**config.mk**
```make
export PLATFORM = sky130hd
export DESIGN_NAME = controlUnit
export DESIGN_NICKNAME = d
export VERILOG_FILES = /design/src/hw/controlPkg.sv /design/src/hw/opDecoder.sv /design/src/hw/stepSequencer.sv /design/src/hw/controlEncoder.sv /design/src/hw/controlUnit.sv
export SDC_FILE = /design/constraint.sdc
export NUM_CORES = 1
export LEC_CHECK = 0
export BUFFER_PORTS_ARGS = -buffer_cell sky130_fd_sc_hd__buf_2
export CORE_MARGIN = 1.5
export CORE_UTILIZATION = 48
export CTS_CLUSTER_DIAMETER = 150
export DETAILED_ROUTE_END_ITERATION = 8
export GPL_TIMING_DRIVEN = 0
export PLACE_DENSITY = 0.74
export SLEW_MARGIN = 20
export SYNTH_ARGS = -nofsm -noshare
export SYNTH_HDL_FRONTEND = slang
export SYNTH_HIERARCHICAL = 1
export SYNTH_SLANG_ARGS = --single-unit
```
**constraint.sdc**
```tcl
create_clock -name clk -period 2.5 [get_ports clk]
set_clock_uncertainty 0.1 [all_clocks]
set_input_delay 0.625 -clock clk [delete_from_list [all_inputs] [get_ports clk]]
set_output_delay 0.625 -clock clk [all_outputs]
set_load 0.02 [all_outputs]
```
**src/hw/controlPkg.sv**
```systemverilog
`default_nettype none

package controlPkg;

    // primary opcodes, 0 marks the R-type group
    typedef enum logic [5:0] {
        opR    = 6'b000000,
        opJ    = 6'b000010,
        opJal  = 6'b000011,
        opAddi = 6'b001000,
        opSlti = 6'b001010,
        opLui  = 6'b001111,
        opLb   = 6'b100000,
        opLh   = 6'b100001,
        opLw   = 6'b100011,
        opSb   = 6'b101000,
        opSh   = 6'b101001,
        opSw   = 6'b101011
    } opcode_t;

    typedef enum logic [5:0] {
        fnSll  = 6'b000000,
        fnSrl  = 6'b000010,
        fnSra  = 6'b000011,
        fnSllv = 6'b000100,
        fnSrav = 6'b000111,
        fnJr   = 6'b001000,
        fnAdd  = 6'b100000,
        fnSub  = 6'b100010,
        fnAnd  = 6'b100100,
        fnSlt  = 6'b101010
    } funct_t;

    typedef enum logic [4:0] {
        classNop, classAdd, classSub, classAnd, classSlt,
        classSll, classSrl, classSra, classSllv, classSrav, classJr,
        classAddi, classSlti, classLui, classJ, classJal,
        classLw, classLh, classLb, classSw, classSh, classSb
    } instrClass_t;

    typedef enum logic [1:0] {
        phaseReset, phaseFetch, phaseDecode, phaseExec
    } phase_t;

    typedef logic [3:0] step_t;

    typedef struct packed {
        logic [1:0] iord;
        logic       shiftSrc;
        logic       shiftAmt;
        logic       srcRead;
        logic [2:0] srcWrite;
        logic [3:0] srcData;
        logic [1:0] aluSrcA;
        logic [1:0] aluSrcB;
        logic [2:0] pcSource;
    } muxSel_t;

    typedef struct packed {
        logic       pcWrite;
        logic       seControl;
        logic       memWrite;
        logic [1:0] ssControl;
        logic       irWrite;
        logic [1:0] lsControl;
        logic [2:0] shiftControl;
        logic       regWrite;
        logic [2:0] aluControl;
        logic       aluOutControl;
        logic       aControl;
        logic       bControl;
    } unitCtrl_t;

    // 37 bits, selects in the upper part
    typedef struct packed {
        muxSel_t   sel;
        unitCtrl_t unit;
    } controlWord_t;

    localparam logic [2:0] aluPass = 3'd0;
    localparam logic [2:0] aluAdd  = 3'd1;
    localparam logic [2:0] aluSub  = 3'd2;
    localparam logic [2:0] aluAnd  = 3'd3;
    localparam logic [2:0] aluSlt  = 3'd7;

    localparam logic [2:0] shiftLoad       = 3'd1;
    localparam logic [2:0] shiftLeft       = 3'd2;
    localparam logic [2:0] shiftRightLogic = 3'd3;
    localparam logic [2:0] shiftRightArith = 3'd4;

    localparam logic [1:0] lsWord = 2'd1;
    localparam logic [1:0] lsHalf = 2'd2;
    localparam logic [1:0] lsByte = 2'd3;
    localparam logic [1:0] ssWord = 2'd1;
    localparam logic [1:0] ssHalf = 2'd2;
    localparam logic [1:0] ssByte = 2'd3;

    localparam logic [3:0] srcDataAluOut = 4'd0;
    localparam logic [3:0] srcDataMem    = 4'd1;
    localparam logic [3:0] srcDataLui    = 4'd5;
    localparam logic [3:0] srcDataShift  = 4'd7;
    localparam logic [3:0] srcDataSpInit = 4'd8;

    localparam logic [2:0] srcWriteRt = 3'd0;
    localparam logic [2:0] srcWriteRd = 3'd1;
    localparam logic [2:0] srcWriteSp = 3'd2;
    localparam logic [2:0] srcWriteRa = 3'd5;

endpackage

`default_nettype wire

```
**src/hw/opDecoder.sv**
```systemverilog
`timescale 1ns/1ns
`default_nettype none

module opDecoder import controlPkg::*; (
    input  logic        clk,
    input  logic        reset,
    input  opcode_t     opcode,
    input  funct_t      funct,
    input  logic        latchClass,
    output instrClass_t instrClass
);

    function automatic instrClass_t classify(opcode_t op, funct_t fn);
        instrClass_t cls;
        cls = classNop;
        if (op == opR) begin
            // R-type is split by funct
            case (fn)
                fnAdd:   cls = classAdd;
                fnSub:   cls = classSub;
                fnAnd:   cls = classAnd;
                fnSlt:   cls = classSlt;
                fnSll:   cls = classSll;
                fnSrl:   cls = classSrl;
                fnSra:   cls = classSra;
                fnSllv:  cls = classSllv;
                fnSrav:  cls = classSrav;
                fnJr:    cls = classJr;
                default: cls = classNop;
            endcase
        end else begin
            case (op)
                opAddi:  cls = classAddi;
                opSlti:  cls = classSlti;
                opLui:   cls = classLui;
                opJ:     cls = classJ;
                opJal:   cls = classJal;
                opLw:    cls = classLw;
                opLh:    cls = classLh;
                opLb:    cls = classLb;
                opSw:    cls = classSw;
                opSh:    cls = classSh;
                opSb:    cls = classSb;
                default: cls = classNop;
            endcase
        end
        return cls;
    endfunction

    // class is held for the whole execute phase
    always_ff @(posedge clk) begin
        if (reset) begin
            instrClass <= classNop;
        end else if (latchClass) begin
            instrClass <= classify(opcode, funct);
        end
    end

endmodule

`default_nettype wire

```
**src/hw/stepSequencer.sv**
```systemverilog
`timescale 1ns/1ns
`default_nettype none

module stepSequencer import controlPkg::*; #(
    parameter int FETCH_WAIT = 2,
    parameter int MEM_WAIT   = 2
) (
    input  logic        clk,
    input  logic        reset,
    input  instrClass_t instrClass,
    output phase_t      phase,
    output step_t       step,
    output logic        latchClass
);

    step_t lastStep;

    // last execute step, one less than the execute length
    function automatic step_t execLast(instrClass_t cls);
        step_t last;
        case (cls)
            classAdd, classSub, classAnd, classSlt,
            classAddi, classSlti, classJal:
                last = 4'd1;
            classSll, classSrl, classSra, classSllv, classSrav:
                last = 4'd3;
            classLw, classLh, classLb, classSw, classSh, classSb:
                last = step_t'(MEM_WAIT + 1);
            default:
                last = 4'd0;
        endcase
        return last;
    endfunction

    function automatic phase_t nextPhase(phase_t ph);
        phase_t nxt;
        case (ph)
            phaseFetch:  nxt = phaseDecode;
            phaseDecode: nxt = phaseExec;
            default:     nxt = phaseFetch;
        endcase
        return nxt;
    endfunction

    always_comb begin
        case (phase)
            phaseFetch:  lastStep = step_t'(FETCH_WAIT);
            phaseDecode: lastStep = 4'd1;
            phaseExec:   lastStep = execLast(instrClass);
            default:     lastStep = 4'd0;
        endcase
    end

    always_ff @(posedge clk) begin
        if (reset) begin
            phase <= phaseReset;
            step  <= '0;
        end else if (step == lastStep) begin
            phase <= nextPhase(phase);
            step  <= '0;
        end else begin
            step <= step + 4'd1;
        end
    end

    // second decode cycle, opcode and funct are stable by then
    assign latchClass = (phase == phaseDecode) && (step == lastStep);

    stepInRange: assert property (@(posedge clk) disable iff (reset)
        step <= lastStep);

endmodule

`default_nettype wire

```
**src/hw/controlEncoder.sv**
```systemverilog
`timescale 1ns/1ns
`default_nettype none

module controlEncoder import controlPkg::*; #(
    parameter int FETCH_WAIT = 2,
    parameter int MEM_WAIT   = 2
) (
    input  logic         clk,
    input  phase_t       phase,
    input  step_t        step,
    input  instrClass_t  instrClass,
    output controlWord_t ctrl,
    output logic         resetOut
);

    localparam step_t fetchLast = step_t'(FETCH_WAIT);
    localparam step_t memLast   = step_t'(MEM_WAIT + 1);

    function automatic logic [2:0] aluCode(instrClass_t cls);
        case (cls)
            classSub: return aluSub;
            classAnd: return aluAnd;
            classSlt: return aluSlt;
            default:  return aluAdd;
        endcase
    endfunction

    function automatic logic [2:0] shiftDir(instrClass_t cls);
        case (cls)
            classSll, classSllv: return shiftLeft;
            classSrl:            return shiftRightLogic;
            default:             return shiftRightArith;
        endcase
    endfunction

    // same size code serves loads and stores
    function automatic logic [1:0] memSize(instrClass_t cls);
        case (cls)
            classLw, classSw: return lsWord;
            classLh, classSh: return lsHalf;
            default:          return lsByte;
        endcase
    endfunction

    always_comb begin
        ctrl     = '0;
        resetOut = 1'b0;
        case (phase)
            phaseReset: begin
                // stack pointer init only
                resetOut           = 1'b1;
                ctrl.unit.regWrite = 1'b1;
                ctrl.sel.srcWrite  = srcWriteSp;
                ctrl.sel.srcData   = srcDataSpInit;
            end
            phaseFetch: begin
                ctrl.unit.aluControl = aluAdd;
                ctrl.sel.aluSrcB     = 2'd1;
                if (step == fetchLast) begin
                    ctrl.unit.pcWrite = 1'b1;
                    ctrl.unit.irWrite = 1'b1;
                end
            end
            phaseDecode: begin
                ctrl.unit.aControl      = 1'b1;
                ctrl.unit.bControl      = 1'b1;
                ctrl.unit.aluOutControl = 1'b1;
                ctrl.unit.seControl     = 1'b1;
                ctrl.sel.aluSrcB        = 2'd3;
                ctrl.unit.aluControl    = aluAdd;
            end
            phaseExec: begin
                case (instrClass)
                    classAdd, classSub, classAnd, classSlt: begin
                        ctrl.sel.aluSrcA     = 2'd1;
                        ctrl.unit.aluControl = aluCode(instrClass);
                        if (step == 4'd0) begin
                            ctrl.unit.aluOutControl = 1'b1;
                        end else begin
                            ctrl.unit.regWrite = 1'b1;
                            ctrl.sel.srcWrite  = srcWriteRd;
                            ctrl.sel.srcData   = srcDataAluOut;
                        end
                    end
                    classAddi: begin
                        ctrl.sel.aluSrcA = 2'd1;
                        ctrl.sel.aluSrcB = 2'd2;
                        if (step == 4'd0) begin
                            ctrl.unit.aluOutControl = 1'b1;
                            ctrl.unit.aluControl    = aluAdd;
                        end else begin
                            ctrl.unit.regWrite = 1'b1;
                            ctrl.sel.srcWrite  = srcWriteRt;
                        end
                    end
                    classSlti: begin
                        if (step == 4'd0) begin
                            ctrl.sel.aluSrcA        = 2'd1;
                            ctrl.sel.aluSrcB        = 2'd2;
                            ctrl.unit.aluControl    = aluSlt;
                            ctrl.unit.aluOutControl = 1'b1;
                            ctrl.unit.seControl     = 1'b1;
                        end else begin
                            ctrl.unit.regWrite = 1'b1;
                            ctrl.sel.srcWrite  = srcWriteRd;
                            ctrl.sel.srcData   = srcDataAluOut;
                        end
                    end
                    classSll, classSrl, classSra, classSllv, classSrav: begin
                        // immediate shamt for the fixed shifts, rs otherwise
                        ctrl.sel.shiftSrc = instrClass inside {classSll, classSrl, classSra};
                        ctrl.sel.shiftAmt = ctrl.sel.shiftSrc;
                        if (step < 4'd2) begin
                            ctrl.unit.shiftControl = shiftLoad;
                        end else if (step == 4'd2) begin
                            ctrl.unit.shiftControl = shiftDir(instrClass);
                        end else begin
                            ctrl.sel.srcData   = srcDataShift;
                            ctrl.sel.srcWrite  = srcWriteRd;
                            ctrl.unit.regWrite = 1'b1;
                        end
                    end
                    classJr: begin
                        ctrl.sel.aluSrcA  = 2'd1;
                        ctrl.sel.pcSource = 3'd0;
                        ctrl.unit.pcWrite = 1'b1;
                    end
                    classJ: begin
                        ctrl.sel.pcSource = 3'd2;
                        ctrl.unit.pcWrite = 1'b1;
                    end
                    classJal: begin
                        if (step == 4'd0) begin
                            // return address through the ALU
                            ctrl.unit.aluControl    = aluPass;
                            ctrl.unit.aluOutControl = 1'b1;
                        end else begin
                            ctrl.unit.pcWrite  = 1'b1;
                            ctrl.sel.pcSource  = 3'd2;
                            ctrl.unit.regWrite = 1'b1;
                            ctrl.sel.srcWrite  = srcWriteRa;
                        end
                    end
                    classLui: begin
                        ctrl.sel.srcData   = srcDataLui;
                        ctrl.sel.srcWrite  = srcWriteRt;
                        ctrl.unit.regWrite = 1'b1;
                    end
                    classLw, classLh, classLb, classSw, classSh, classSb: begin
                        if (step == 4'd0) begin
                            ctrl.sel.aluSrcA     = 2'd1;
                            ctrl.sel.aluSrcB     = 2'd3;
                            ctrl.unit.aluControl = aluAdd;
                            ctrl.unit.seControl  = 1'b1;
                        end else if (step != memLast) begin
                            ctrl.sel.iord = 2'd1;
                        end else if (instrClass inside {classLw, classLh, classLb}) begin
                            ctrl.unit.lsControl = memSize(instrClass);
                            ctrl.sel.srcData    = srcDataMem;
                            ctrl.sel.srcWrite   = srcWriteRt;
                            ctrl.unit.regWrite  = 1'b1;
                        end else begin
                            ctrl.unit.ssControl = memSize(instrClass);
                            ctrl.unit.memWrite  = 1'b1;
                        end
                    end
                    default: begin
                        // unknown code, one idle cycle
                        ctrl = '0;
                    end
                endcase
            end
            default: begin
                ctrl = '0;
            end
        endcase
    end

    noRegAndMemWrite: assert property (@(posedge clk)
        !(ctrl.unit.regWrite && ctrl.unit.memWrite));

    // instruction load only at the end of fetch, decode must follow
    irWriteInFetch: assert property (@(posedge clk)
        ctrl.unit.irWrite |-> phase == phaseFetch ##1 phase == phaseDecode);

endmodule

`default_nettype wire

```
**src/hw/controlUnit.sv**
```systemverilog
`timescale 1ns/1ns
`default_nettype none

module controlUnit import controlPkg::*; #(
    parameter int FETCH_WAIT = 2,
    parameter int MEM_WAIT   = 2
) (
    input  logic         clk,
    input  logic         reset,
    input  opcode_t      opcode,
    input  funct_t       funct,
    output controlWord_t ctrl,
    output logic         resetOut
);

    instrClass_t instrClass;
    phase_t      phase;
    step_t       step;
    logic        latchClass;

    opDecoder decoder0 (
        .clk        (clk),
        .reset      (reset),
        .opcode     (opcode),
        .funct      (funct),
        .latchClass (latchClass),
        .instrClass (instrClass)
    );

    stepSequencer #(
        .FETCH_WAIT (FETCH_WAIT),
        .MEM_WAIT   (MEM_WAIT)
    ) sequencer0 (
        .clk        (clk),
        .reset      (reset),
        .instrClass (instrClass),
        .phase      (phase),
        .step       (step),
        .latchClass (latchClass)
    );

    controlEncoder #(
        .FETCH_WAIT (FETCH_WAIT),
        .MEM_WAIT   (MEM_WAIT)
    ) encoder0 (
        .clk        (clk),
        .phase      (phase),
        .step       (step),
        .instrClass (instrClass),
        .ctrl       (ctrl),
        .resetOut   (resetOut)
    );

endmodule

`default_nettype wire

```
==> results of run 1 <==
==> where the power goes <==
group          internal, mW  total (mW)  switching (mW)
logic                 0.629        1.36           0.733
registers             0.240       0.374           0.134
clock network         0.112       0.178          0.0663
==> state kept, by name, summed over array words and instances (netlist names) <==
name / count
decoder0/instrClass: 5
sequencer0/phase: 2
sequencer0/step: 4
==> cells in the mapped netlist, types with 2 or more instances <==
cell type / instances / share of area [%]
nor3_1: 10 / 2.7
buf_6: 4 / 2.4
buf_4: 11 / 4.5
xor2_1: 2 / 0.95
o32ai_1: 2 / 0.95
nand3_1: 9 / 2.4
a21boi_0: 2 / 0.81
inv_1: 15 / 3.0
nand4_1: 3 / 1.0
nand2b_1: 11 / 3.7
nand3b_1: 4 / 1.6
clkbuf_1: 4 / 0.81
nor3_2: 2 / 1.1
buf_2: 4 / 1.1
a21oi_1: 16 / 4.3
nand2_1: 17 / 3.4
and3_1: 2 / 0.68
nor3b_1: 5 / 2.0
nor2_1: 23 / 4.7
mux2i_1: 3 / 1.6
a311o_1: 3 / 1.6
and2_1: 2 / 0.68
a211oi_1: 4 / 1.6
o2111ai_1: 2 / 0.95
nor2b_1: 4 / 1.4
a31oi_1: 7 / 2.4
or3_1: 5 / 1.7
o21ai_0: 8 / 2.2
ha_1: 11 / 7.4
o22ai_1: 4 / 1.4
xnor2_1: 5 / 2.4
dfxtp_1: 11 / 12
nor4b_1: 5 / 2.4
==> worst min path at each step <==
stage	from	to	slack (ns)	cells after the start
floorplan	decoder0/instrClass[0]	decoder0/instrClass[0]	0.39	2
global placement	decoder0/instrClass[0]	decoder0/instrClass[0]	0.43	2
detailed placement	decoder0/instrClass[0]	decoder0/instrClass[0]	0.44	2
CTS	decoder0/instrClass[0]	decoder0/instrClass[0]	0.45	2
global route	decoder0/instrClass[4]	decoder0/instrClass[4]	0.47	2
finish	decoder0/instrClass[0]	decoder0/instrClass[0]	0.44	2
==> cell families after synthesis <==
group / Yosys count / share of synthesized area [%]
mux: 4 / 2.23
fa+ha+maj: 11 / 7.43
simple gates: 115 / 36.1
flops: 11 / 11.9
compound gates: 67 / 26.5
other cells: 1 / 0.203
xor+xnor: 7 / 3.31
buf+inv: 40 / 12.3
==> worst max-delay path, delay by kind of cell (launching register included) <==
| family | cells | cell delay [ns] |
|---|---|---|
| simple gates | 2 | 0.19 |
| compound gates | 2 | 0.74 |
| flops | 1 | 0.39 |
| buf+inv | 1 | 0.16 |
==> routing by layer <==
layer  part of all wire, %  routed length (um)  vias to the layer above
met3                   5.0                 247                        8
met1                    45                2220                      937
li1                      -                   -                     1052
met4                   1.4                  72                        0
met5                     0                   0                        -
met2                    49                2440                       67
==> layout make-up <==
cell class	count	share of cell area, %
Multi-Input combinational cell	209	64.1
Timing Repair Buffer	51	11.7
Sequential cell	11	10.5
Buffer	23	7.16
Tap cell	48	2.46
Inverter	15	2.30
Clock buffer	4	1.84
==> repair_timing <==
| item | 4_1_cts | 5_1_grt |
|---|---|---|
| endpoints found under the setup margin | 32 | 25 |
| gates cloned | 0 | 0 |
| buffers inserted | 2 | 7 |
| gates resized for setup | 30 | 35 |
| hold endpoints to repair | 0 | 0 |
| pin swaps | 5 | 11 |
==> impl_metrics.json, run 1 <==
{
  "die_x_um": 65.1,
  "drv_slew": 0,
  "synth_edf_count": 0,
  "slowest_stage": "o41ai_4",
  "totalWireLength_mm": 4.98,
  "crit_chain": "o41ai_4, nor3_1, o21ai_0, nand2b_1, buf_2",
  "finalInstanceArea_um2": 2450,
  "final_cell_mix": "buf_2, buf_4, nor2_1, nand2_1",
  "avgSynthCellArea_um2": 7.23,
  "cap_violations": 0,
  "final.setup.worst_slack_ns": 0.0504,
  "timing.final.hold_violations": 0,
  "worst_setup_path_end_kind": "primary output",
  "grtUsageTotal_pct": 23.5,
  "overflow": 0,
  "worst_setup_path_start_kind": "flop",
  "grt.met3_usage_pct": 2.91,
  "synth_ff_type": "dfxtp_1",
  "grt_max_degree": 16,
  "num_io_pins": 52,
  "synth_cell_type_count": 69,
  "drcViolationCount": 0,
  "arrival_ns": 1.72,
  "cts.sinks": 11,
  "place_ws_ns": -0.190,
  "avgViaCountPerCell": 5.72,
  "rsz0062_at_grt": "true",
  "fin_cells": 361,
  "dp_hpwl_mm": 3.47,
  "diodes": 0,
  "cts_buffers": 3,
  "cts_tree": "done",
  "synth.ff_latch_count": 11,
  "drive_gt1_share_pct": 39.0,
  "setup_viol": 0,
  "grtUsageMet1_pct": 29.9,
  "use_met2_pct": 40.6,
  "finalCritPeriodShare_pct": 98.0,
  "clk_pin_slew_worst_paths_ns": 0.05,
  "peakVddDrop_v": 0.000521,
  "yosysSeqAreaShare_pct": 11.9,
  "regArea_um2": 256,
  "h-tree-depth": 1,
  "powerDensity_nw_per_um2": 782,
  "clockBufferDepth": 2,
  "gp_congestion": 0.962,
  "r2r_slack_ns": 0.13,
  "ctsRootBufferMaster": "clkbuf_8",
  "drtAntennaViolNets": 0,
  "r2r_cells": 9,
  "grt_most_used_layer": "met2",
  "cp_data_required_time_ns": 1.77,
  "cts_hold_buffers": 0,
  "nFillCells": 326,
  "multiInputGateArea_um2": 1570,
  "whs_ns": 0.442,
  "dr.pass1.iters": 5,
  "period_minus_slack_ns": 2.45,
  "antenna_found_initial": 0,
  "core_um2": 3690,
  "dr.first_iter.drc_count": 181,
  "hold_class": "reg -> reg",
  "place_area_um2": 2140,
  "worstReg2RegEnd": "decoder0/instrClass[0]",
  "worst-path-max-fanout": 12,
  "nets": 339,
  "critPathCapture": "ctrl[17]",
  "initial_core_util_pct": 50.2,
  "utilization_pct": 66.3,
  "finalSetupTns_ns": 0,
  "fmax_mhz": 408,
  "wl_per_cell_um": 13.8,
  "critical-path-max-stage-delay_ns": 0.46,
  "syn_to_final_growth_pct": 32.1,
  "power_mw": 1.91,
  "criticalPathCategory": "reg -> out",
  "dpl.cell_count": 350,
  "grt_pass1_wl_mm": 8.11,
  "async_flop_share_pct": 0,
  "clock_latency_ns": 0.24,
  "status": "completed",
  "yosys_warnings": 6,
  "grt_pass1_vias": 1863,
  "r2r-start": "decoder0/instrClass[0]",
  "io_buffer_count": 42,
  "power.leakage_nw": 0.995,
  "dieArea_um2": 4240,
  "fp-row-count": 22,
  "netlist_area_um2": 1850,
  "final_common_cell": "buf_2",
  "num_vias": 2064,
  "die_y_um": 65.1,
  "postSynthCellCount": 256,
  "startpoint": "sequencer0/step[1]"
}
Note: power is estimated with default switching activity, not from simulation.
==> inputs of run 2 (changes only) <==
--- a/config.mk
+++ b/config.mk
@@ -8,6 +8,7 @@
 export BUFFER_PORTS_ARGS = -buffer_cell sky130_fd_sc_hd__buf_2
 export CORE_MARGIN = 1.5
 export CORE_UTILIZATION = 48
+export CTS_BUF_LIST = sky130_fd_sc_hd__clkbuf_16
 export CTS_CLUSTER_DIAMETER = 150
 export DETAILED_ROUTE_END_ITERATION = 8
 export GPL_TIMING_DRIVEN = 0
==> run 2 against run 1 <==
The flow now finishes with violations (setup timing). Sequential power is 6.1% higher. Sequential cell count stayed put. Sequential share of layout area is 0.19 points lower. Final cell count fell by 0.55%. Core utilization grew 1.3 points. Critical path depth increased by 1. Final area rose by 1.9%. Worst setup slack lost 0.069 ns. Maximum frequency decreased by 2.7%. Critical path type unchanged. Routed wire length is 7.5% higher. First-iteration DRC count rose by 12%.
==> impl_metrics.json, run 2 (same netlist as run 1, synthesis figures left out) <==
{
  "clock_latency_ns": 0.24,
  "finalInstanceArea_um2": 2490,
  "grt_max_degree": 16,
  "die_x_um": 65.1,
  "io_buffer_count": 42,
  "cp_data_required_time_ns": 1.77,
  "fp-row-count": 22,
  "cts_tree": "done",
  "drive_gt1_share_pct": 38.9,
  "diodes": 0,
  "clockBufferDepth": 2,
  "grtUsageTotal_pct": 24.2,
  "setup_viol": 1,
  "drtAntennaViolNets": 0,
  "power_mw": 2.05,
  "num_vias": 2173,
  "rsz0062_at_grt": "true",
  "timing.final.hold_violations": 0,
  "cts_hold_buffers": 0,
  "status": "finished with violations",
  "totalWireLength_mm": 5.36,
  "final.setup.worst_slack_ns": -0.0184,
  "final_common_cell": "buf_2",
  "worst-path-max-fanout": 11,
  "cap_violations": 0,
  "antenna_found_initial": 0,
  "dr.first_iter.drc_count": 202,
  "period_minus_slack_ns": 2.52,
  "dp_hpwl_mm": 3.47,
  "peakVddDrop_v": 0.000589,
  "violations": "setup timing",
  "h-tree-depth": 1,
  "critical-path-max-stage-delay_ns": 0.38,
  "dieArea_um2": 4240,
  "worst_setup_path_end_kind": "primary output",
  "cts.sinks": 11,
  "syn_to_final_growth_pct": 34.6,
  "drv_slew": 0,
  "dpl.cell_count": 350,
  "fmax_mhz": 397,
  "utilization_pct": 67.6,
  "grt_pass1_vias": 1898,
  "largest_register_ffs": 5,
  "arrival_ns": 1.79,
  "finalCritPeriodShare_pct": 101,
  "hold_class": "reg -> reg",
  "die_y_um": 65.1,
  "powerDensity_nw_per_um2": 822,
  "place_area_um2": 2140,
  "reg.largest.list": "decoder0/instrClass (5), sequencer0/step (4), sequencer0/phase (2)",
  "core_um2": 3690,
  "num_io_pins": 52,
  "grt_pass1_wl_mm": 8.36,
  "initial_core_util_pct": 50.2,
  "max_flop_register": "decoder0/instrClass",
  "power.leakage_nw": 1.01,
  "cts_buffers": 3,
  "overflow": 0,
  "wl_per_cell_um": 14.9,
  "final_cell_mix": "buf_2, nor2_1, buf_4, nand2_1, inv_1",
  "dr.pass1.iters": 5,
  "nets": 337,
  "gp_congestion": 0.962,
  "ctsRootBufferMaster": "clkbuf_16",
  "worst_setup_path_start_kind": "flop",
  "slowest_stage": "dfxtp_4",
  "avgViaCountPerCell": 6.05,
  "clk_pin_slew_worst_paths_ns": 0.04,
  "place_ws_ns": -0.190,
  "crit_chain": "buf_4, nand4b_1, a21oi_1, o21ai_0, a211oi_1, buf_2",
  "criticalPathCategory": "reg -> out",
  "drcViolationCount": 0,
  "fin_cells": 359
}
run 2: cell count changes in the layout (fill, tap and decap cells not counted), sizes merged:
| cell | previous run | this run |
|---|---|---|
| buf | 70 | 66 |
| clkbuf | 8 | 9 |
| inv | 15 | 16 |
run 2: power breakdown:
group	internal, mW	switching, mW
Clock	0.210	0.0750
Combinational	0.630	0.736
Sequential	0.241	0.156
Total	1.08	0.967
run 2: area by class of cell:
cell class,count,area [um^2]
multi-input cells,209,1570
clock buffers,3,75.1
flip-flops and latches,11,256
clock inverters,1,3.75
plain buffers,23,179
repair buffers,49,288
inverters,15,56.3
well taps,48,60.1
fillers,317,1200
run 2: per-stage QoR:
stage / hold WS, ns / TNS, ns
after floorplan: 0.394 / -0.0127
after global placement: 0.432 / -0.970
after detailed placement: 0.435 / -1.10
after CTS: 0.444 / 0
after global routing: 0.473 / -0.200
final: 0.463 / -0.0184
run 2: worst max-delay path: cells and delay by family (launching register included):
kind	cells	cell delay [ns]
buffers and inverters	2	0.38
flip-flops	1	0.38
AO/OA/AOI/OAI	3	0.61
AND/OR/NAND/NOR	1	0.18
run 2: path summary, 6_finish.rpt:
check / startpoint / end / slack [ns] / depth (start not counted)
min: decoder0/instrClass[4] / decoder0/instrClass[4] / 0.46 / 2
max: decoder0/instrClass[4] / ctrl[3] / -0.02 / 6
min reg2reg: decoder0/instrClass[4] / decoder0/instrClass[4] / 0.46 / 2
max reg2reg: decoder0/instrClass[0] / decoder0/instrClass[1] / 0.16 / 9
run 2: metal layers:
metal	vias up	global-route usage (%)	wire length, um
li1	1048	-	-
met1	995	29.7	2200
met2	105	43.3	2580
met3	25	2.40	372
met4	0	9.64	195
met5	-	0	0
run 2: timing repair:
item / CTS / global route
setup endpoints to repair: 32 / 23
hold endpoints to repair: 0 / 0
pin swaps: 5 / 11
gates cloned: 0 / 1
gates resized for setup: 31 / 36
buffers inserted: 2 / 4
==> inputs of run 3 (changes only) <==
==> constraint.sdc (replaced) <==
create_clock -name clk -period 2.5 [get_ports clk]
set_clock_uncertainty 0.1 [all_clocks]
set_input_delay 0.5 -clock clk [delete_from_list [all_inputs] [get_ports clk]]
set_output_delay 0.5 -clock clk [all_outputs]
set_load 0.02 [all_outputs]
==> run 3 against run 2 <==
Critical endpoint is now ctrl[6]. Maximum frequency is 2.9% higher. Global-route usage is 0.69 points lower. Clock power hardly changed. First-iteration DRC count is 54% higher. The run now ends clean. Final cell count stayed put. Sequential share of layout area is 0.060 points lower.
==> impl_metrics.json, run 3 (same netlist as run 1, synthesis figures left out) <==
{
  "totalWireLength_mm": 4.97,
  "cts.sinks": 11,
  "die_y_um": 65.1,
  "timing.final.hold_violations": 0,
  "gp_congestion": 0.962,
  "powerDensity_nw_per_um2": 825,
  "holdCritStartpoint": "decoder0/instrClass[4]",
  "cp_data_required_time_ns": 1.90,
  "p_clk_share_pct": 14.5,
  "wirelength_met1_mm": 2.16,
  "cts_tree": "done",
  "worstReg2RegEnd": "sequencer0/phase[0]",
  "criticalPathCategory": "reg -> out",
  "r2r_cells": 10,
  "wl_per_cell_um": 13.8,
  "cts_buffers": 3,
  "internal-power_mw": 1.05,
  "p_sw_mw": 0.914,
  "worst_setup_path_end_kind": "primary output",
  "period_minus_slack_ns": 2.45,
  "initial_core_util_pct": 50.2,
  "peakVddDrop_v": 0.000568,
  "io_buffer_count": 42,
  "final.setup.worst_slack_ns": 0.0520,
  "syn_to_final_growth_pct": 28.8,
  "fp-row-count": 22,
  "grt_max_degree": 16,
  "r2r_slack_ns": 0.07,
  "max_flop_register": "decoder0/instrClass",
  "dieArea_um2": 4240,
  "cts_hold_buffers": 0,
  "clockBufferDepth": 2,
  "nFillCells": 346,
  "hold_end": "decoder0/instrClass[4]",
  "grt_pass1_wl_mm": 8.19,
  "overflow": 0,
  "drtAntennaViolNets": 0,
  "grtUsageTotal_pct": 23.5,
  "place_ws_ns": -0.190,
  "pwr-share-seq_pct": 18.8,
  "ctsRootBufferMaster": "clkbuf_16",
  "num_vias": 2104,
  "dr.first_iter.drc_count": 312,
  "slowest_stage": "or3b_4",
  "dp_hpwl_mm": 3.47,
  "worst_setup_path_start_kind": "flop",
  "diodes": 0,
  "nets": 337,
  "arrival_ns": 1.85,
  "dr.pass1.iters": 5,
  "r2r-start": "decoder0/instrClass[0]",
  "reg.largest.list": "decoder0/instrClass (5), sequencer0/step (4), sequencer0/phase (2)",
  "antenna_found_initial": 0,
  "finalSetupTns_ns": 0,
  "sw_frac_of_total_pct": 46.5,
  "clk_pin_slew_worst_paths_ns": 0.04,
  "multiInputGateArea_um2": 1500,
  "num_io_pins": 52,
  "avgViaCountPerCell": 5.86,
  "grt_pass1_vias": 1887,
  "drcViolationCount": 0,
  "finalCritPeriodShare_pct": 97.9,
  "power.leakage_nw": 0.991,
  "fmax_mhz": 408,
  "drv_slew": 0,
  "rsz0062_at_grt": "true",
  "cpMostUsedCell": "buf_4",
  "die_x_um": 65.1,
  "cap_violations": 0,
  "final_common_cell": "buf_2",
  "finalInstanceArea_um2": 2380,
  "wl_met2_mm": 2.40,
  "final_cell_mix": "buf_2, nor2_1, buf_4, inv_1, nand2_1",
  "largest_register_ffs": 5,
  "setup_viol": 0,
  "hold_class": "reg -> reg",
  "place_area_um2": 2140,
  "critical-path-max-stage-delay_ns": 0.42,
  "met3_wirelength_um": 278,
  "clock_latency_ns": 0.24,
  "core_um2": 3690,
  "whs_path_depth": 2,
  "regArea_um2": 244,
  "status": "completed",
  "power_frac_comb_pct": 66.6,
  "crit_chain": "buf_4, or3b_4, a311o_1, a41oi_2, buf_4",
  "drive_gt1_share_pct": 35.7,
  "h-tree-depth": 1,
  "top_layer": "met4",
  "worst-path-max-fanout": 9
}
-- run 3: metrics by stage --
step / hold slack, ns / instances / power, mW / util (%)
after floorplan: 0.394 / 260 / 1.23 / -
after global placement: 0.432 / 350 / 1.48 / 58.1
after detailed placement: 0.435 / 350 / 1.49 / 58.1
after CTS: 0.443 / 356 / 1.86 / 61.8
after global routing: 0.482 / 359 / 2.12 / 64.7
final: 0.459 / 359 / 1.97 / 64.7
-- run 3: power by group through the flow --
| stage | logic (mW) | clock network (mW) | registers [mW] |
|---|---|---|---|
| finish | 1.31 | 0.286 | 0.370 |
| CTS | 1.20 | 0.293 | 0.362 |
| global route | 1.43 | 0.307 | 0.388 |
| floorplan | 0.918 | 0 | 0.314 |
| global placement | 1.13 | 0 | 0.349 |
| detailed placement | 1.14 | 0 | 0.348 |
-- run 3: how the worst max path moves through the flow --
stage                                start  slack [ns]                      to  depth (start not counted)
CTS                 decoder0/instrClass[0]      0.0002  decoder0/instrClass[0]                         10
floorplan           decoder0/instrClass[0]        0.02  decoder0/instrClass[0]                         10
finish              decoder0/instrClass[1]        0.05                 ctrl[6]                          5
global route        decoder0/instrClass[0]       -0.02     sequencer0/phase[1]                         10
detailed placement  decoder0/instrClass[0]       -0.19  decoder0/instrClass[0]                         10
global placement    decoder0/instrClass[0]       -0.19  decoder0/instrClass[0]                         10
-- run 3: cell type report --
| class | count | area share (%) |
|---|---|---|
| Tap cell | 48 | 2.52 |
| Inverter | 15 | 2.36 |
| Clock buffer | 3 | 3.15 |
| Clock inverter | 1 | 0.157 |
| Buffer | 25 | 8.03 |
| Sequential cell | 11 | 10.2 |
| Multi-Input combinational cell | 209 | 62.9 |
| Timing Repair Buffer | 47 | 10.7 |
-- run 3: per-layer routing --
| metal | vias to the layer above | track usage (%) |
|---|---|---|
| met5 | - | 0 |
| met4 | 0 | 9.64 |
| li1 | 1048 | - |
| met3 | 14 | 2.40 |
| met1 | 957 | 29.3 |
| met2 | 85 | 41.4 |
-- run 3: what timing repair did --
item	CTS	global route
resized for setup	16	30
endpoints found under the setup margin	27	22
gates cloned	0	0
buffers inserted	2	3
pin swaps	3	8
-- run 3: worst max-delay path: cells and delay by family (launching register included) --
family	cells	cell delay (ns)
flops	1	0.36
buf+inv	2	0.33
simple gates	1	0.42
compound gates	2	0.49
